## src/design/cache_pkg.sv

```systemverilog
package cache_pkg;

    // address fields from the top are tag, set, word and byte.
    localparam int addr_width  = 32;
    localparam int data_width  = 32;
    localparam int num_sets    = 4;
    localparam int set_bits    = $clog2(num_sets);
    localparam int num_ways    = 4;
    localparam int way_bits    = $clog2(num_ways);
    localparam int line_words  = 16;
    localparam int word_bits   = $clog2(line_words);
    localparam int byte_bits   = $clog2(data_width / 8);
    localparam int offset_bits = word_bits + byte_bits;
    localparam int tag_bits    = addr_width - set_bits - offset_bits;  // 24 bits.

    typedef struct packed {
        logic                    write;
        logic [addr_width-1:0]   addr;
        logic [data_width/8-1:0] wstrb;
        logic [data_width-1:0]   wdata;
    } cpu_req_t;

    typedef struct packed {
        logic                  ar_valid;
        logic [addr_width-1:0] ar_addr;
    } mem_rd_t;

    typedef struct packed {
        logic                  r_valid;
        logic                  r_last;
        logic [data_width-1:0] r_data;
    } mem_rdata_t;

    typedef struct packed {
        logic                  aw_valid;
        logic [addr_width-1:0] aw_addr;
        logic                  w_valid;
        logic                  w_last;
        logic [data_width-1:0] w_data;
    } mem_wr_t;

    typedef struct packed {
        logic                hit;
        logic [way_bits-1:0] way;           // hit way, or victim way on a miss.
        logic                victim_dirty;
    } lookup_t;

    typedef enum logic [3:0] {
        st_idle,
        st_lookup,
        st_respond,
        st_evict_addr,
        st_evict_data,
        st_evict_resp,
        st_refill_addr,
        st_refill_data,
        st_install
    } ctrl_state_t;

endpackage

```

## src/design/cache_tag_store.sv

```systemverilog
`timescale 1ns/1ps

module cache_tag_store (
    input  logic                             clk,
    input  logic                             reset,
    input  logic [cache_pkg::addr_width-1:0] addr,
    input  logic                             install,
    input  logic                             mark_dirty,
    output cache_pkg::lookup_t               lookup,
    output logic [cache_pkg::tag_bits-1:0]   victim_tag
);

    logic [cache_pkg::tag_bits-1:0] tags [cache_pkg::num_sets][cache_pkg::num_ways];
    logic [cache_pkg::num_ways-1:0] valid [cache_pkg::num_sets];
    logic [cache_pkg::num_ways-1:0] dirty [cache_pkg::num_sets];
    logic [cache_pkg::way_bits-1:0] rr_ptr [cache_pkg::num_sets];

    logic [cache_pkg::set_bits-1:0] set;
    logic [cache_pkg::tag_bits-1:0] tag;
    logic [cache_pkg::num_ways-1:0] hit_vec;
    logic [cache_pkg::way_bits-1:0] hit_way;
    logic [cache_pkg::way_bits-1:0] victim_way;

    assign set = addr[cache_pkg::offset_bits +: cache_pkg::set_bits];
    assign tag = addr[cache_pkg::addr_width-1 -: cache_pkg::tag_bits];
    assign victim_way = rr_ptr[set];  // round-robin choice for this set.
    assign victim_tag = tags[set][victim_way];

    // compare against every valid way of the indexed set.
    always_comb begin
        hit_vec = '0;
        hit_way = '0;
        for (int w = 0; w < cache_pkg::num_ways; w++) begin
            hit_vec[w] = valid[set][w] && (tags[set][w] == tag);
            if (hit_vec[w]) begin
                hit_way = w[cache_pkg::way_bits-1:0];
            end
        end
    end

    always_comb begin
        lookup.hit          = |hit_vec;
        lookup.way          = (|hit_vec) ? hit_way : victim_way;
        lookup.victim_dirty = dirty[set][victim_way];
    end

    always_ff @(posedge clk) begin
        if (reset) begin
            for (int s = 0; s < cache_pkg::num_sets; s++) begin
                valid[s]  <= '0;
                dirty[s]  <= '0;
                rr_ptr[s] <= '0;
            end
        end else if (install) begin
            valid[set][victim_way] <= 1'b1;
            dirty[set][victim_way] <= 1'b0;  // fresh line matches memory.
            rr_ptr[set]            <= victim_way + 1'b1;
        end else if (mark_dirty && (|hit_vec)) begin
            dirty[set][hit_way] <= 1'b1;
        end
    end

    always_ff @(posedge clk) begin
        if (install) begin
            tags[set][victim_way] <= tag;
        end
    end

    // a tag lives in at most one way of its set.
    hit_unique: assert property (@(posedge clk) disable iff (reset)
        $onehot0(hit_vec));

endmodule

```

## config.mk

```make
export PLATFORM = sky130hd
export DESIGN_NAME = cache_tag_store
export DESIGN_NICKNAME = d
export VERILOG_FILES = /design/src/design/cache_pkg.sv /design/src/design/cache_tag_store.sv
export SDC_FILE = /design/constraint.sdc
export NUM_CORES = 1
export LEC_CHECK = 0
export BUFFER_PORTS_ARGS = -buffer_cell sky130_fd_sc_hd__buf_4
export CORE_AREA = 2 2 194 196
export CTS_BUF_LIST = sky130_fd_sc_hd__clkbuf_2
export DETAILED_ROUTE_END_ITERATION = 16
export DIE_AREA = 0 0 196 198
export MAX_ROUTING_LAYER = met4
export PLACE_DENSITY = 0.73
export SYNTH_ARGS = -nofsm -noshare
export SYNTH_HDL_FRONTEND = slang
export SYNTH_SLANG_ARGS = --single-unit
```

## constraint.sdc

```tcl
create_clock -name clk -period 11.2 [get_ports clk]
set_input_delay 0.56 -clock clk [delete_from_list [all_inputs] [get_ports clk]]
set_output_delay 0.56 -clock clk [all_outputs]
set_load 0.02 [all_outputs]
```

* After elaboration in Yosys (flattened, before gate mapping)
Memories as Yosys holds them, arrays and structs flattened.
Index checks and enable logic that the tools add are counted.
** Word-level totals
- Flip-flop bits (word level) :: 0
- Bits in writable memories :: 424
- Input bits :: 36
- Output and inout port bits :: 28
- Word-level logic and storage cells :: 71
- Memories :: 4
** Operators by class
- $add $sub $neg :: 1
- Magnitude comparators :: 6
- Eq/ne operators :: 4
- Multiplexer cells :: 39
- Bitwise logic cells :: 5
- Reductions and logical operators :: 12
** Memory list
- tags :: words 4, width 96, rd ports 1, clocked after Yosys merged registers in 0, wr ports 1, line cache_tag_store.sv:13 : logic [cache_pkg::tag_bits-1:0] tags [cache_pkg::num_sets][cache_pkg::num_ways];
- dirty :: words 4, width 4, rd ports 1, clocked after Yosys merged registers in 0, wr ports 4, line cache_tag_store.sv:15 : logic [cache_pkg::num_ways-1:0] dirty [cache_pkg::num_sets];
- valid :: words 4, width 4, rd ports 1, clocked after Yosys merged registers in 0, wr ports 4, line cache_tag_store.sv:14 : logic [cache_pkg::num_ways-1:0] valid [cache_pkg::num_sets];
- rr_ptr :: words 4, width 2, rd ports 1, clocked after Yosys merged registers in 0, wr ports 4, line cache_tag_store.sv:16 : logic [cache_pkg::way_bits-1:0] rr_ptr [cache_pkg::num_sets];
** Operators by type and width (count)
- == test 24 bit :: 4
- two-way mux 96 bit :: 1
- two-way mux 24 bit :: 3
- binary-select mux 24 bit (select 2 bit) :: 1
- demux 24 bit (select 2 bit) :: 1
- two-way mux 4 bit :: 6
- two-way mux 1 bit :: 17
- two-way mux 2 bit :: 7
- OR reduction 4 bit :: 3
- logical AND 1 bit :: 8
- less-than comparator 2 x 3 -> 1 bit, second input constant :: 2
- demux 1 bit (select 2 bit) :: 2
- >= comparator 2 x 1 -> 1 bit, second input constant :: 2
- OR 1 bit :: 4
- >= comparator 3 bit, second input constant :: 1
- less-than comparator 3 x 1 -> 1 bit, second input constant :: 1
- inverter 2 -> 3 bit :: 1
- adder 2 x 1 -> 2 bit, second input constant :: 1
- binary-select mux 1 bit (select 2 bit) :: 1
- OR reduction 2 bit :: 1

* Longest topological paths before layout
An unclocked memory read counts as a cell.
- Depth after elaboration :: 14
- Depth in mapped cells :: 14
- Mapped depth without buffers :: 7

* Worst setup path after synthesis
Ideal clock, no wire load.
- Path type :: input -> register
- Start point :: input addr[7] (netlist bit)
- End point :: memory dirty[0][1] (netlist bit), enable pin
- Setup time :: 0.305 ns
- Data arrival time :: 4.302 ns
- Data required time :: 10.895 ns
- Path slack :: 6.592 ns
- Stages :: 14
- Buffers on the path :: 8
- Cells stage by stage :: buf_4 > buf_4 > buf_2 > buf_2 > buf_2 > mux4_2 > buf_2 > buf_2 > buf_2 > ha_1 > nand2_1 > nor2_1 > or2_2 > o21bai_1
** RTL lines
- from (decl) :: line cache_tag_store.sv:6 : input logic [cache_pkg::addr_width-1:0] addr,
- to (decl) :: line cache_tag_store.sv:15

==> summary.txt <==
Floorplanning
  • Die height: 198 um
  • Core Area: 37000 sq um
  • Initial Util: 49.3%
  • I/O pin count: 64
  • Die area: 38800 sq um
  • Die width: 196 um
  • Row count: 71

Worst setup path
  • Worst Setup End Kind: output pin
  • Buffer and inverter count on the worst path: 3
  • Worst reg2reg startpoint: rr_ptr[2][1]
  • Critical path, cell by cell: buf_6, buf_4, mux4_2, xnor2_1, nand4_1, nor4_1, and3_1, o21ai_1, buf_4
  • CP arrival: 4750 ps
  • Top delay family on crit path: buffers and inverters
  • CP Launch Type: input pin
  • Setup crit start: addr[6]
  • CP dominant cell by count: buf_4
  • CP max stage cell: buf_4
  • CP max FO: 52
  • R2r setup slk: 7560 ps
  • Crit Path Category: in -> out
  • Worst path max stage delay: 730 ps
  • Critical Path RT: 10640 ps

Yosys
  • Syn avg cell area: 18.3 sq um
  • Synthesized netlist net count: 1034
  • Top cell type's share of synthesized area: 69.9%
  • Most used flip-flop cell after synthesis: edfxtp_1
  • Seq/Total Area, Yosys: 69.9%
  • Ys Warns: 0
  • Area contributors post-synth: edfxtp_1, mux4_2, xnor2_1, mux2i_1, nor2_1
  • Share of synthesized registers carrying an async set or reset: 0%
  • Cell variety after synth: 50
  • Mapped Cells: 994
  • Count leader, synth: edfxtp_1
  • Yosys top cell by area: edfxtp_1
  • EDFF count, synth: 424
  • Synth top cells by count: edfxtp_1, mux4_2, xnor2_1, nor2_1, nand2_1
  • Cell Area, Synth: 18200 sq um
  • Flops & latches, synth: 424

Placed design
  • IO buf count: 57
  • DPL Wire Length: 23.6 mm
  • Placed insts: 1460
  • Gpl congestion: 0.840

STA
  • Unrepaired setup endpoints after global routing: false
  • Final period util: 47.4%
  • Max frequency: 188 MHz
  • Tmin final: 5310 ps
  • Setup TNS: 0 ps
  • Max Slew Vio Count: 0
  • Worst Skew: 101 ps
  • Fin. Hold Viols: 0
  • Pin slew with the least headroom to its limit: 1220 ps
  • Slew headroom: 18.5%
  • Final setup viols: 0

Routing
  • Via-to-Cell Ratio: 6.00
  • Vias: 9904
  • Remaining DRCs: 0
  • WL/cell: 25.8 um
  • Antenna-violating nets left: 0
  • Initial DRC Count: 1172
  • WL final: 42.6 mm
  • Pre-antenna DRT Iters: 5

Cells and area
  • Share of the core filled with cells: 54.5%
  • Area delta synth->final: 10.7%
  • Layout Cells excl Fill: 1652
  • Layout cell share with drive strength beyond 1: 30.8%
  • Final nets: 1154
  • Fillers: 2935

GRT
  • First-pass GRT wire length: 63.7 mm
  • Total GRT Usage: 23.2%
  • Largest net degree at the start of global routing: 75
  • Overflow after GRT: 0
  • Vias in the first global route: 10.2k
  • Antenna violations before repair: 1

Clock tree
  • Setup bufs post-CTS: 0
  • Clock latency on the worst-skew pair: 970 ps
  • Clock sinks: 424
  • Num CTS Buffers: 102
  • CTS tree: built
  • Root buf cell: clkbuf_2
  • H-tree Lvls: 3
  • Reg clk slew, reported paths: 90 ps
  • Clk buf depth: 3

Min path
  • Worst Hold Class: in -> reg
  • HP Start: install

Run
  • MaxCap Viol Count: 0

Power and ir drop
  • Maximum vdd ir drop: 86.4 uV
  • Cell Pwr Density: 153 nW/um^2
  • LEAKAGE: 6.55 nW

Run status
  • Outcome: complete, no violations
[final cells by class]
class	instances	area, sq um	area share [%]
Antenna cell	1	2.50	0.0124
Clock buffer	141	706	3.50
Clock inverter	26	139	0.689
Inverter	14	52.6	0.261
Multi-Input combinational cell	485	5210	25.9
Sequential cell	424	12700	63.2
Tap cell	474	593	2.94
Timing Repair Buffer	87	721	3.58
[cells by family (layout without fill, tap and decap cells)]
logic type                 count (synthesis)  in the layout  synth area share [%]
DFF                                      424            424                  69.9
other                                      0              1                     0
adders and majority gates                  4              4                 0.275
muxes                                    138            138                  15.2
buffers and inverters                     85            268                  2.14
and+or+nand+nor                          183            183                  5.28
AOI/OAI and AO/OA                         53             53                  2.10
xor gates and xnor gates                 107            107                  5.15
[sequential cells by signal (all words and copies together), names as in the netlist]
| signal | count |
|---|---|
| rr_ptr | 8 |
| dirty | 16 |
| tags | 384 |
| valid | 16 |
[path summary, 6_finish.rpt]
path | endpoint | cells past startpoint
setup reg to reg | dirty[2][1] | 7
hold / removal | rr_ptr[2][1] | 2
setup / recovery | lookup[1] | 9
hold reg to reg | dirty[2][0] | 6
[placed cells by master (no fill, tap or decap), types with 4 or more instances in the layout]
cell type        n
a21o_1           6
buf_4           61
o31ai_1          6
nor3_1           5
mux2i_1         25
nor2_1          38
a211oi_1         9
a31oi_1          5
dlygate4sd3_1   24
edfxtp_1       424
nor2b_1         12
nand2_1         36
inv_1           12
ha_1             4
nor4_1           6
clkinv_1        19
nand4_1         28
clkbuf_2       141
nor2_4          16
nand2b_1         5
or2_2           12
o21bai_1         7
inv_2            4
a21oi_1          6
xnor2_1        104
mux4_2         110
nand3_1         11
[metrics by stage]
step / setup WS (ps) / instance area (sq um) / hold WS [ps] / total power [mW]
2_1_floorplan: 6590 / 18200 / 659 / 2.03
3_3_place_gp: 5960 / 19100 / 910 / 2.16
3_5_place_dp: 5970 / 19100 / 926 / 2.17
4_1_cts: 5960 / 20200 / 65.4 / 3.12
5_1_grt: 5760 / 20200 / 72.8 / 3.21
6_report: 5890 / 20200 / 125 / 3.09
[per-layer routing]
layer	track usage [%]	share of wire [%]	vias to the layer above
met5	-	0	-
met4	7.15	2.2	0
met3	4.39	7.4	88
met2	35.5	48	460
met1	32.0	42	5137
li1	-	-	4219
[power breakdown]
part	total, mW	switching (mW)	internal (mW)
sequential	1.78	0.00669	1.78
combinational	0.352	0.216	0.136
clock	0.955	0.594	0.361
total	3.09	0.816	2.27
[timing repair]
item	4_1_cts	5_1_grt
hold buffers	24	0
gates resized for setup	0	0
hold endpoints to repair	373	0
No activity file was read; power rests on OpenSTA's default activity.
