### src/design/cache_pkg.sv
package cache_pkg;

    // address fields from the top are tag, set, word and byte.
    localparam int addr_width  = 32;
    localparam int data_width  = 32;
    localparam int num_sets    = 4;
    localparam int set_bits    = $clog2(num_sets);
    localparam int num_ways    = 4;
    localparam int way_bits    = $clog2(num_ways);
    localparam int line_words  = 16;
    localparam int word_bits   = $clog2(line_words);
    localparam int byte_bits   = $clog2(data_width / 8);
    localparam int offset_bits = word_bits + byte_bits;
    localparam int tag_bits    = addr_width - set_bits - offset_bits;  // 24 bits.

    typedef struct packed {
        logic                    write;
        logic [addr_width-1:0]   addr;
        logic [data_width/8-1:0] wstrb;
        logic [data_width-1:0]   wdata;
    } cpu_req_t;

    typedef struct packed {
        logic                  ar_valid;
        logic [addr_width-1:0] ar_addr;
    } mem_rd_t;

    typedef struct packed {
        logic                  r_valid;
        logic                  r_last;
        logic [data_width-1:0] r_data;
    } mem_rdata_t;

    typedef struct packed {
        logic                  aw_valid;
        logic [addr_width-1:0] aw_addr;
        logic                  w_valid;
        logic                  w_last;
        logic [data_width-1:0] w_data;
    } mem_wr_t;

    typedef struct packed {
        logic                hit;
        logic [way_bits-1:0] way;           // hit way, or victim way on a miss.
        logic                victim_dirty;
    } lookup_t;

    typedef enum logic [3:0] {
        st_idle,
        st_lookup,
        st_respond,
        st_evict_addr,
        st_evict_data,
        st_evict_resp,
        st_refill_addr,
        st_refill_data,
        st_install
    } ctrl_state_t;

endpackage

### src/design/cache_controller.sv
`timescale 1ns/1ps

module cache_controller (
    input  logic                               clk,
    input  logic                               reset,
    input  logic                               req_valid,
    input  cache_pkg::cpu_req_t                req,
    output logic                               req_ready,
    output logic                               resp_valid,
    output logic [cache_pkg::data_width-1:0]   resp_rdata,
    output logic [cache_pkg::addr_width-1:0]   addr,
    input  cache_pkg::lookup_t                 lookup,
    input  logic [cache_pkg::tag_bits-1:0]     victim_tag,
    output logic                               install,
    output logic                               mark_dirty,
    output logic [cache_pkg::set_bits-1:0]     set,
    output logic [cache_pkg::way_bits-1:0]     way,
    output logic [cache_pkg::word_bits-1:0]    word,
    output logic [cache_pkg::data_width/8-1:0] wstrb,
    output logic [cache_pkg::data_width-1:0]   wdata,
    output logic                               we,
    input  logic [cache_pkg::data_width-1:0]   rdata,
    output cache_pkg::mem_rd_t                 mem_rd,
    input  cache_pkg::mem_rdata_t              mem_rdata,
    input  logic                               ar_ready,
    output cache_pkg::mem_wr_t                 mem_wr,
    input  logic                               aw_ready,
    input  logic                               w_ready,
    input  logic                               b_valid
);

    cache_pkg::ctrl_state_t state;
    cache_pkg::cpu_req_t req_q;
    logic [cache_pkg::word_bits-1:0] beat;
    logic hit_access;
    logic refill;
    logic burst;

    assign hit_access = (state == cache_pkg::st_lookup) && lookup.hit;
    assign refill     = state == cache_pkg::st_refill_data;
    assign burst      = refill || (state == cache_pkg::st_evict_data);

    always_ff @(posedge clk) begin
        if (reset) begin
            state <= cache_pkg::st_idle;
            beat  <= '0;
        end else begin
            case (state)
                cache_pkg::st_idle: begin
                    if (req_valid) state <= cache_pkg::st_lookup;
                end
                cache_pkg::st_lookup: begin
                    if (lookup.hit) begin
                        state <= cache_pkg::st_respond;
                    end else if (lookup.victim_dirty) begin
                        state <= cache_pkg::st_evict_addr;
                    end else begin
                        state <= cache_pkg::st_refill_addr;
                    end
                end
                cache_pkg::st_respond: state <= cache_pkg::st_idle;
                cache_pkg::st_evict_addr: begin
                    if (aw_ready) begin
                        state <= cache_pkg::st_evict_data;
                        beat  <= '0;
                    end
                end
                cache_pkg::st_evict_data: begin
                    if (w_ready) begin
                        beat <= beat + 1'b1;
                        if (beat == '1) state <= cache_pkg::st_evict_resp;
                    end
                end
                cache_pkg::st_evict_resp: begin
                    if (b_valid) state <= cache_pkg::st_refill_addr;
                end
                cache_pkg::st_refill_addr: begin
                    if (ar_ready) begin
                        state <= cache_pkg::st_refill_data;
                        beat  <= '0;
                    end
                end
                cache_pkg::st_refill_data: begin
                    if (mem_rdata.r_valid) begin
                        beat <= beat + 1'b1;
                        if (mem_rdata.r_last) state <= cache_pkg::st_install;
                    end
                end
                // retry the lookup so that it now hits.
                cache_pkg::st_install: state <= cache_pkg::st_lookup;
                default: state <= cache_pkg::st_idle;
            endcase
        end
    end

    always_ff @(posedge clk) begin
        if (reset) begin
            req_q <= '0;
        end else if (req_valid && req_ready) begin
            req_q <= req;
        end
        if (hit_access && !req_q.write) resp_rdata <= rdata;
    end

    assign req_ready  = state == cache_pkg::st_idle;
    assign resp_valid = state == cache_pkg::st_respond;
    assign addr       = req_q.addr;
    assign install    = state == cache_pkg::st_install;
    assign mark_dirty = hit_access && req_q.write;

    // data store port shared by hits and both bursts.
    assign set   = req_q.addr[cache_pkg::offset_bits +: cache_pkg::set_bits];
    assign way   = lookup.way;
    assign word  = burst ? beat : req_q.addr[cache_pkg::byte_bits +: cache_pkg::word_bits];
    assign wstrb = refill ? '1 : req_q.wstrb;
    assign wdata = refill ? mem_rdata.r_data : req_q.wdata;
    assign we    = mark_dirty || (refill && mem_rdata.r_valid);

    always_comb begin
        mem_rd.ar_valid = state == cache_pkg::st_refill_addr;
        mem_rd.ar_addr  = {req_q.addr[cache_pkg::addr_width-1:cache_pkg::offset_bits],
                           {cache_pkg::offset_bits{1'b0}}};
    end

    always_comb begin
        mem_wr.aw_valid = state == cache_pkg::st_evict_addr;
        mem_wr.aw_addr  = {victim_tag, set, {cache_pkg::offset_bits{1'b0}}};  // victim line.
        mem_wr.w_valid  = state == cache_pkg::st_evict_data;
        mem_wr.w_last   = (state == cache_pkg::st_evict_data) && (beat == '1);
        mem_wr.w_data   = rdata;
    end

    // a stalled write beat keeps its data and last flag.
    w_hold: assert property (@(posedge clk) disable iff (reset)
        mem_wr.w_valid && !w_ready |=>
            mem_wr.w_valid && $stable({mem_wr.w_last, mem_wr.w_data}));

    aw_hold: assert property (@(posedge clk) disable iff (reset)
        mem_wr.aw_valid && !aw_ready |=> mem_wr.aw_valid && $stable(mem_wr.aw_addr));

endmodule

### config.mk
export PLATFORM = sky130hd
export DESIGN_NAME = cache_controller
export DESIGN_NICKNAME = d
export VERILOG_FILES = /design/src/design/cache_pkg.sv /design/src/design/cache_controller.sv
export SDC_FILE = /design/constraint.sdc
export NUM_CORES = 1
export LEC_CHECK = 0
export BUFFER_PORTS_ARGS = -buffer_cell sky130_fd_sc_hd__buf_2
export CAP_MARGIN = 20
export CORE_AREA = 2 2 147 149
export DETAILED_ROUTE_END_ITERATION = 12
export DIE_AREA = 0 0 149 151
export PLACE_DENSITY = 0.6
export SLEW_MARGIN = 20
export SYNTH_ARGS = -nofsm -noshare
export SYNTH_HDL_FRONTEND = slang
export SYNTH_SLANG_ARGS = --single-unit
### constraint.sdc
create_clock -name clk -period 4.67 [get_ports clk]
set_clock_uncertainty 0.1 [all_clocks]
set_input_delay 0.7005 -clock clk [delete_from_list [all_inputs] [get_ports clk]]
set_output_delay 0.7005 -clock clk [all_outputs]
set_load 0.03 [all_outputs]
; ---- After elaboration in Yosys (flattened, before gate mapping)
; Cells that the tools add are included.
[word_totals]
ff_bits = 109
wordCells = 57
[op_classes]
reduce_logical = 13
eq_ne = 17
n_addsub = 1
mux = 19
[ops]
columns = cell, n
row1 = two-way mux 4 bit, 14
row2 = two-way mux 32 bit, 1
row3 = one-hot mux 4 bit (8 select lines), 1
row4 = == test 4 x 3 -> 1 bit (second input constant), 4
row5 = one-hot mux 4 bit (4 select lines), 1
row6 = == test 4 x 2 -> 1 bit (second input constant), 2
row7 = == test 4 bit (second input constant), 2
row8 = != test 2 x 1 -> 1 bit (second input constant), 4
row9 = != test 2 bit (second input constant), 4
row10 = AND reduction 8 bit, 1
row11 = logical AND 1 bit, 6
row12 = two-way mux 3 bit, 2
row13 = AND reduction 5 bit, 1
row14 = adder 4 x 1 -> 4 bit (second input constant), 1
row15 = == test 4 x 1 -> 1 bit (second input constant), 1
row16 = logical NOT 4 bit, 1
row17 = nonzero test 4 bit, 1
row18 = logical OR 1 bit, 2
row19 = logical NOT 1 bit, 1

; ---- Logic depth before layout (Yosys ltp)
; Gate-level depths: netlist of the first run.
[depth]
ltp_word = 4
mapped_depth = 8
ltp_nobuf = 5

; ---- Worst setup path before layout of the first run
; No wires, ideal clock.
[synth_timing]
kind = flip-flop to flip-flop
startpoint = reg state[0]
endpoint = reg resp_rdata[0] (netlist bit), enable pin
n_path_buf = 1
stages_incl_launch_ff = 6
arrival_time_ps = 2192
setup_slack_ps = 1957
period_less_slack_ps = 2713
cell_sequence = dfxtp_1 buf_6 inv_1 nor2_1 nand3_1 nor2_1
[synth_via]
elab_chain_cells = 3
[synth_lines]
columns = element, line
row1 = "start, declared", cache_controller.sv:32  ; cache_pkg::ctrl_state_t state;
row2 = "start signal, assigned", cache_controller.sv:45  ; state <= cache_pkg::st_idle;
row3 = "start signal, assigned", cache_controller.sv:50  ; if (req_valid) state <= cache_pkg::st_lookup;
row4 = "start signal, assigned", cache_controller.sv:54  ; state <= cache_pkg::st_respond;
row5 = == test 4 x 1 -> 1 bit, cache_controller.sv:39  ; assign hit_access = (state == cache_pkg::st_lookup) && lookup.hit;
row6 = logical AND 1 bit, cache_controller.sv:39
row7 = logical AND 1 bit, cache_controller.sv:102  ; if (hit_access && !req_q.write) resp_rdata <= rdata;
row8 = "end signal, assigned", cache_controller.sv:102
row9 = "end, declared", cache_controller.sv:10  ; output logic [cache_pkg::data_width-1:0] resp_rdata,
; No other way between the ends.
; A chain may end at the register's enable or synchronous reset.

; ---- Worst setup path after layout of the first run
[layout_timing]
startpoint = reg state[2]
endpoint = out wdata[23] (netlist bit)
[layout_via]
elab_chain_cells = 2
[layout_lines]
columns = element, line
row1 = == test 4 x 3 -> 1 bit, cache_controller.sv:40  ; assign refill = state == cache_pkg::st_refill_data;
row2 = two-way mux 32 bit, cache_controller.sv:116  ; assign wdata = refill ? mem_rdata.r_data : req_q.wdata;
row3 = "end, declared", cache_controller.sv:20  ; output logic [cache_pkg::data_width-1:0] wdata,
; No other way between the ends.

==> run_results.csv, run 1 <==
group,metric,value,unit
logic_synthesis,avgSynthCellArea,9.04,um^2
pwr,p_sw,1.59,mW
sta,worst_pin_slew,1.07,ns
cts,tritoncts,"done",
pwr,internal-power,1.99,mW
die,die_w,149,um
worst_setup_path,crit_start,"state[2]$_SDFFE_PP0P_",
sta,finalSetupViolCount,0,
die,core,0.0208,mm^2
finish,post_route_cells_drive_above_1_share,0.484,
finish,instances_no_fill,1065,
global_routing,grt_first_pass_wirelength,22500,um
pwr,clkPwrFrac,0.218,
worst_setup_path,cpPeakStageDelay,0.75,ns
sta,rsz0062_at_grt,"no",
logic_synthesis,synth_top_cell_by_area,"dfxtp_1",
die,die-area,0.0225,mm^2
cts,ctsHoldBuffers,0,
global_routing,busiest_layer,"met2",
sta,finalCritPeriodShare,0.780,
finish,area_growth,21.3,%
outcome,status,"finished clean",
cts,clock_path_buffers,2,
pwr,vdd_drop_max,0.261,mV
finish,final_core_util,0.318,
logic_synthesis,synthFlopType,"dfxtp_1",
job,max_cap_viol_count,0,
logic_synthesis,yosysWarningCount,0,
logic_synthesis,ys_ff_latch,109,
worst_setup_path,r2r-end,"addr[21]$_SDFFE_PP0P_",
sta,hold_viol,0,
global_routing,use_met1,0.137,
placed_design,gp_congestion,0.777,
sta,tns,0,ns
cts,path_clk_slew,0.08,ns
global_routing,grt_usage,0.137,
global_routing,grt_pass1_vias,3814,
global_routing,overflow,0,
global_routing,grt_use_met3,0.0461,
global_routing,grt_max_degree,52,
sta,setup_slack,1.03,ns
worst_setup_path,crit_required,3.87,ns
pwr,power_density,542,mW/mm^2
sta,slew_headroom,0.287,
logic_synthesis,synthMostInstantiatedCell,"nand2_1",
die,start_util,0.262,
worst_setup_path,reg2regPathDepth,5,
placed_design,place_ws,1.37,ns
cts,clkSinkCount,109,
routing,wl_per_cell,15.4,um
logic_synthesis,postSynthCellCount,604,
logic_synthesis,netlist_area,0.00546,mm^2
cts,clock_latency,0.35,ns
routing,drc,0,
sta,fin_crit,3.64,ns
sta,hold_slack,0.353,ns
worst_setup_path,r2r-start,"state[2]$_SDFFE_PP0P_",
pwr,comb_power_share,0.421,
worst_setup_path,criticalPathCategory,"flop to output port",
routing,via_per_inst,4.10,
logic_synthesis,async_reset_ff_frac,0,
routing,vias,4363,
pwr,p_sw_frac,0.444,
worst_setup_path,worstSetupEndpointType,"output port",
cts,cts-htree-levels,3,
global_routing,globalRouteMet2Util,0.259,
logic_synthesis,ys_seq_area_frac,0.458,
worst_setup_path,worst-path-buf-inv,1,
finish,fillers,2217,
die,rows,53,
pwr,leakage,3.18,nW
worst_hold_path,hold_depth,2,
logic_synthesis,synthTopCellsByCount,"147 x nand2_1, 132 x buf_4, 77 x dfxtp_1, 70 x a21oi_1, 34 x mux2_2",
sta,max_freq,0.274,GHz
routing,drtIter0Drc,147,
worst_setup_path,reg2reg_slack,2.01,ns
die,die_h,151,um
worst_setup_path,cp-start-kind,"flop",
finish,layout.nets,955,
placed_design,dp_cells,1048,
pwr,p_total,3.59,mW
worst_setup_path,cp.arrival,2.84,ns
cts,cts_resized,0,
finish,finalInstanceArea,0.00662,mm^2
die,io_pins,383,
logic_synthesis,synth_edf_count,32,
worst_setup_path,crit_family,"simple AND/OR/NAND/NOR gates",
placed_design,dp_hpwl,12900,um
worst_setup_path,cp_max_fo,38,
worst_setup_path,endpoint,"wdata[23]",
sta,finalMaxSlewViolations,0,
cts,postCtsSetupBuffers,0,
placed_design,io_buffers,318,
pwr,seq_power_share,0.361,
cts,cts-root-buf,"clkbuf_16",
routing,ant_nets,0,
cts,cts_buffers,9,
placed_design,placed_cell_area,0.00631,mm^2
global_routing,antenna_found_initial,2,
logic_synthesis,yosysUniqueCellTypes,36,
worst_hold_path,hold_class,"flop to flop",
worst_setup_path,cp_num_cells,4,
worst_setup_path,path_cells,"nor2b_1, nand3_2, mux2_2, buf_2",
logic_synthesis,synth_top_cells_by_area,"dfxtp_1 28%, buf_4 18%, edfxtp_1 18%",
worst_setup_path,critPathSlowestCell,"nand3_2",
routing,first_pass_iters,4,
logic_synthesis,synth.top_cell.area_share,0.282,
routing,routed_wl,16400,um
-- final cells by class --
class                      count  area, um^2  share of cell area
antenna                        1        2.50            0.000378
multi-input combinational    332        1810               0.273
clock buffer                   9         225              0.0340
timing repair buffer         322        1620               0.245
sequential                   109        2500               0.378
tap                          275         344              0.0520
inverter                      10        37.5             0.00567
clock inverter                 7        78.8              0.0119
-- placed cells by master, fill, tap and decap left out, types with 2 or more instances in the layout --
master / n
edfxtp_1: 32
clkinv_4: 2
buf_2: 318
nand2b_1: 6
mux2i_1: 6
nor3_1: 6
inv_1: 10
o21ai_0: 6
nand3_1: 5
nand2_1: 146
nor2_1: 15
a31oi_1: 3
mux2_2: 34
a21oi_1: 70
buf_4: 4
clkbuf_16: 9
conb_1: 12
a211oi_4: 2
inv_8: 4
dfxtp_1: 77
nor2b_1: 2
-- registers in the layout (all words and copies together) (netlist names) --
name / flops
req_q: 37
addr: 32
resp_rdata: 32
beat: 4
state: 4
-- power groups by stage --
stage,combinational (mW),clock (mW),sequential (mW)
final,1.51,0.783,1.30
after global routing,1.65,0.865,1.32
after CTS,1.54,0.828,1.30
after detailed placement,1.54,0,1.32
after global placement,1.53,0,1.32
after floorplan,1.29,0,1.35
-- worst min-delay path by stage --
stage,start,endpoint
after CTS,req_q[32]$_SDFFE_PP0P_,req_q[32]$_SDFFE_PP0P_
after global routing,req_q[32]$_SDFFE_PP0P_,req_q[32]$_SDFFE_PP0P_
after detailed placement,req_q[32]$_SDFFE_PP0P_,req_q[32]$_SDFFE_PP0P_
after floorplan,req_q[32]$_SDFFE_PP0P_,req_q[32]$_SDFFE_PP0P_
final,req_q[32]$_SDFFE_PP0P_,req_q[32]$_SDFFE_PP0P_
after global placement,addr[0]$_SDFFE_PP0P_,addr[0]$_SDFFE_PP0P_
-- tightest hold or removal path, delay by kind of cell (launching register included) --
family	cells	cell delay (ns)
and+or+nand+nor	1	0.05
DFF	1	0.31
AOI/OAI and AO/OA	1	0.05
-- per-layer routing --
metal	share of wire	routed length, um	up-vias
li1	-	-	2196
met2	0.53	8660	191
met3	0.082	1350	35
met1	0.36	5940	1939
met5	0.00073	12	-
met4	0.029	469	2
-- cell families (layout without fill, tap and decap cells) --
group,after synthesis,in the layout,synth area share
multiplexers,40,40,0.0811
flip-flops,109,109,0.458
buffers and inverters,174,348,0.220
AND/OR/NAND/NOR,190,190,0.144
adder cells (fa/ha/maj),1,1,0.00229
AO/OA/AOI/OAI,89,89,0.0940
other,1,13,0.000687
(Power assumes the default switching activity.)
==> run 2: changes to the inputs <==
Settings changed: ABC_AREA set to 1.
Clock period 4.67 ns to 3.7 ns, I/O delays scaled along.
==> run_results.csv, run 2 <==
group,metric,value,unit
outcome,status,"finished clean",
pwr,leakage,3.22,nW
placed_design,io_buffers,318,
cts,clock_latency,0.35,ns
pwr,p_total,4.82,mW
logic_synthesis,synth_top_cells_by_area,"dfxtp_1 28%, buf_4 19%, edfxtp_1 18%",
finish,final_common_cell,"buf_2",
sta,finalMaxSlewViolations,0,
global_routing,grt_pass1_vias,4151,
cts,clkSinkCount,109,
cts,cts_resized,0,
logic_synthesis,ys_ff_latch,109,
global_routing,overflow,0,
logic_synthesis,ys_seq_area_frac,0.458,
cts,clock_path_buffers,2,
sta,fin_crit,3.01,ns
logic_synthesis,synth.area.mux_share,0,
finish,final_cell_mix,"318 x buf_2, 100 x nand2_1, 77 x dfxtp_1",
logic_synthesis,synth.top_cell.area_share,0.282,
logic_synthesis,yosysUniqueCellTypes,26,
finish,area_growth,21.8,%
routing,first_pass_iters,4,
placed_design,dp_hpwl,11700,um
die,io_pins,383,
die,core,0.0208,mm^2
logic_synthesis,synth_top_cell_by_area,"dfxtp_1",
die,die_w,149,um
placed_design,place_ws,1.05,ns
cts,cts-root-buf,"clkbuf_16",
die,start_util,0.262,
cts,tritoncts,"done",
routing,via_per_inst,4.16,
die,die-area,0.0225,mm^2
die,die_h,151,um
sta,hold_viol,0,
global_routing,grt_usage,0.128,
placed_design,gp_congestion,0.834,
logic_synthesis,synthSimpleGateAreaFrac,0.150,
finish,regMostFlops,"req_q",
routing,wl_per_cell,13.6,um
worst_setup_path,endpoint,"wdata[0]",
sta,setup_slack,0.689,ns
logic_synthesis,synth-xor-area-share,0.00160,
sta,max_freq,0.332,GHz
worst_setup_path,worstSetupEndpointType,"output port",
global_routing,grt_max_degree,70,
die,rows,53,
pwr,vdd_drop_max,0.260,mV
cts,ctsHoldBuffers,0,
pwr,power_density,725,mW/mm^2
worst_setup_path,cp_max_fo,64,
routing,routed_wl,15300,um
job,max_cap_viol_count,0,
logic_synthesis,yosysWarningCount,0,
logic_synthesis,synthMostInstantiatedCell,"buf_4",
cts,postCtsSetupBuffers,0,
cts,cts-htree-levels,3,
worst_setup_path,reg2regPathDepth,4,
finish,post_route_cells_drive_above_1_share,0.416,
sta,slew_headroom,0.377,
routing,vias,4683,
cts,path_clk_slew,0.08,ns
logic_synthesis,synth_top_family_by_area,"buffers and inverters",
worst_setup_path,reg2reg_slack,1.26,ns
routing,drtIter0Drc,170,
worst_setup_path,crit_required,3.04,ns
finish,layout.nets,1017,
logic_synthesis,postSynthCellCount,664,
worst_setup_path,cp.arrival,2.36,ns
sta,finalCritPeriodShare,0.814,
global_routing,antenna_found_initial,0,
logic_synthesis,async_reset_ff_frac,0,
global_routing,grt_first_pass_wirelength,21900,um
logic_synthesis,synthFlopType,"dfxtp_1",
worst_hold_path,hold_class,"primary input to flop",
finish,largest_register_ffs,37,
worst_setup_path,cp-start-kind,"flop",
logic_synthesis,synth_compound_area_frac,0.136,
routing,ant_nets,0,
logic_synthesis,synthTopCellsByCount,"135 x buf_4, 100 x nand2_1, 77 x dfxtp_1, 73 x a21oi_1, 73 x o21ai_0",
logic_synthesis,synth_adder_area_share,0.00229,
routing,drc,0,
sta,tns,0,ns
logic_synthesis,synth_edf_count,32,
sta,rsz0062_at_grt,"no",
worst_setup_path,criticalPathCategory,"flop to output port",
worst_setup_path,crit_start,"state[0]$_SDFFE_PP0P_",
logic_synthesis,netlist_area,0.00546,mm^2
cts,cts_buffers,9,
worst_setup_path,r2r-end,"resp_rdata[26]$_DFFE_PP_",
logic_synthesis,avgSynthCellArea,8.23,um^2
worst_setup_path,r2r-start,"state[0]$_SDFFE_PP0P_",
finish,diodes,0,
sta,finalSetupViolCount,0,
sta,worst_pin_slew,0.933,ns
[run 2: changes by cell type after synthesis, moves of 7 or more]
cell / previous run / this run
nand2_1: 147 / 100
nand3_1: 6 / 46
o21ai_0: 6 / 73
nor2_1: 16 / 23
inv_1: 10 / 50
mux2_2: 34 / 0
[run 2: how the worst min path moves through the flow]
stage,from,endpoint,depth (start not counted)
final,rdata[3],resp_rdata[3]$_DFFE_PP_,1
after global routing,rdata[20],resp_rdata[20]$_DFFE_PP_,1
after CTS,rdata[3],resp_rdata[3]$_DFFE_PP_,1
after detailed placement,req_q[19]$_SDFFE_PP0P_,req_q[19]$_SDFFE_PP0P_,2
after global placement,req_q[34]$_SDFFE_PP0P_,req_q[34]$_SDFFE_PP0P_,2
after floorplan,req_q[0]$_SDFFE_PP0P_,req_q[0]$_SDFFE_PP0P_,2
[run 2: final cells by class]
| class | instances | area [um^2] |
|---|---|---|
| clock buffer | 9 | 225 |
| tap | 275 | 344 |
| sequential | 109 | 2500 |
| fill | 2244 | 14200 |
| timing repair buffer | 324 | 1640 |
| clock inverter | 7 | 100 |
| inverter | 54 | 203 |
| multi-input combinational | 348 | 1640 |
[run 2: cells by family (layout without fill, tap and decap cells)]
logic type               count (synthesis)  count (layout)
buffers and inverters                  218             394
AND/OR/NAND/NOR                        186             186
AO/OA/AOI/OAI                          148             148
flip-flops                             109             109
adder cells (fa/ha/maj)                  1               1
other                                    1              12
XOR/XNOR                                 1               1
[run 2: metal layers]
layer	vias to the layer above	wire length, um	GRT usage
met4	0	287	0.0462
met3	17	1240	0.0404
li1	2379	-	-
met1	2059	6190	0.144
met2	228	7590	0.229
met5	-	0	0
[run 2: where the power goes]
part	internal, mW	switching (mW)
combinational	0.574	1.56
sequential	1.52	0.135
clock	0.548	0.489
[run 2: metrics by stage]
stage | area (um^2) | hold WS (ns) | std cells | utilization
after CTS | 6650 | 0.262 | 1126 | 0.319
after detailed placement | 6320 | 0.344 | 1110 | 0.304
after global routing | 6650 | 0.256 | 1126 | 0.319
after global placement | 6320 | 0.340 | 1110 | 0.304
final | 6650 | 0.285 | 1126 | 0.319
after floorplan | 5500 | 0.324 | 675 | -
[run 2: worst max-delay path: stages (launching register included)]
cell	delay, ns
dfxtp_1	0.49
nand2_2	0.12
inv_1	0.13
nand2_2	0.14
inv_2	0.62
nand2_1	0.09
o21ai_0	0.14
buf_2	0.25
==> run 3: changes to the inputs <==
Settings changed: PLACE_DENSITY 0.6 to 0.62.
Clock period 3.7 ns to 2.6 ns, I/O delays scaled along.
==> run_results.csv, run 3 (synthesis gave the netlist of run 2 again) <==
group,metric,value,unit
placed_design,dp_hpwl,12700,um
finish,area_growth,23.8,%
outcome,status,"finished clean",
die,start_util,0.262,
cts,cts-htree-levels,3,
global_routing,overflow,0,
cts,clock_latency,0.35,ns
die,die-area,0.0225,mm^2
sta,finalSetupViolCount,0,
global_routing,grt_first_pass_wirelength,23100,um
die,core,0.0208,mm^2
worst_setup_path,cp_max_fo,32,
sta,hold_viol,0,
worst_setup_path,reg2reg_slack,0.65,ns
finish,layout.nets,1027,
routing,routed_wl,16600,um
cts,cts_buffers,9,
sta,hold_slack,0.132,ns
sta,finalMaxSlewViolations,0,
routing,first_pass_iters,4,
cts,clkSinkCount,109,
placed_design,place_ws,0.517,ns
pwr,power_density,1030,mW/mm^2
sta,setup_slack,0.156,ns
finish,instances_no_fill,1137,
cts,tritoncts,"done",
worst_setup_path,criticalPathCategory,"flop to output port",
routing,vias,4829,
placed_design,placed_cell_area,0.00638,mm^2
finish,regMostFlops,"req_q",
worst_setup_path,cp-start-kind,"flop",
global_routing,antenna_found_initial,1,
job,max_cap_viol_count,0,
sta,fin_crit,2.44,ns
finish,post_route_cells_drive_above_1_share,0.424,
placed_design,dp_cells,1115,
finish,final_cell_mix,"315 x buf_2, 100 x nand2_1, 75 x dfxtp_1",
finish,finalInstanceArea,0.00676,mm^2
pwr,vdd_drop_max,0.323,mV
sta,finalCritPeriodShare,0.940,
global_routing,grt_usage,0.137,
sta,tns,0,ns
global_routing,grt_pass1_vias,4246,
die,rows,53,
routing,via_per_inst,4.25,
worst_setup_path,crit_required,2.11,ns
sta,slew_headroom,0.654,
routing,drtIter0Drc,149,
worst_setup_path,worstSetupEndpointType,"output port",
worst_hold_path,hold_path.startpoint,"rdata[3]",
worst_setup_path,crit_start,"state[2]$_SDFFE_PP0P_",
pwr,leakage,3.27,nW
routing,ant_nets,0,
pwr,p_total,6.97,mW
worst_setup_path,r2r-start,"state[3]$_SDFFE_PP0P_",
routing,wl_per_cell,14.6,um
cts,clock_path_buffers,2,
die,die_h,151,um
sta,max_freq,0.409,GHz
cts,cts-root-buf,"clkbuf_16",
worst_setup_path,cp.arrival,1.95,ns
worst_hold_path,hold_class,"primary input to flop",
finish,final_common_cell,"buf_2",
die,io_pins,383,
global_routing,grt_max_degree,65,
routing,drc,0,
placed_design,gp_congestion,0.845,
die,die_w,149,um
cts,path_clk_slew,0.08,ns
placed_design,io_buffers,318,
finish,largest_register_ffs,37,
finish,final_core_util,0.325,
sta,worst_pin_slew,0.517,ns
run 3: cell count changes in the layout (fill, tap and decap cells not counted), sizes merged:
cell      before  now
diode          0    1
inv           57   58
clkinv         3    0
buf          324  332
clkinvlp       0    1
clkbuf         9   12
run 3: worst paths after layout:
check / to / cells after the start
worst min register to register: req_q[26]$_SDFFE_PP0P_ / 2
worst max register to register: addr[10]$_SDFFE_PP0P_ / 7
worst min-delay path: resp_rdata[3]$_DFFE_PP_ / 1
worst max-delay path: wdata[29] / 8
run 3: critical path: stages (launching register included):
cell	delay (ns)
dfxtp_1	0.40
inv_2	0.09
nor2_4	0.21
nand2_2	0.18
inv_4	0.14
buf_12	0.18
nand2_1	0.07
o21ai_0	0.09
buf_2	0.23
run 3: layout make-up:
class,count,area [um^2]
diodes,1,2.50
clock buffers,10,229
clock inverters,6,77.6
fillers,2210,14100
inverters,54,205
multi-input cells,348,1630
flip-flops and latches,109,2500
well taps,275,344
repair buffers,334,1760
run 3: metal layers:
layer,vias up,global-route usage,share of wire
met2,234,0.253,0.51
met3,22,0.0355,0.068
li1,2398,-,-
met1,2175,0.148,0.39
met4,0,0.0567,0.028
met5,-,0,0
run 3: report_power, final:
| group | internal, mW | switching, mW | total (mW) | leakage (nW) |
|---|---|---|---|---|
| Sequential | 2.16 | 0.197 | 2.36 | 0.925 |
| Clock | 0.770 | 0.669 | 1.44 | 0.148 |
| Combinational | 0.892 | 2.27 | 3.17 | 2.20 |
run 3: what timing repair did:
item                                    CTS  global route
endpoints found under the setup margin    0            32
gates resized for setup                   0             6
buffers inserted                          0             4
hold buffers                              0             0
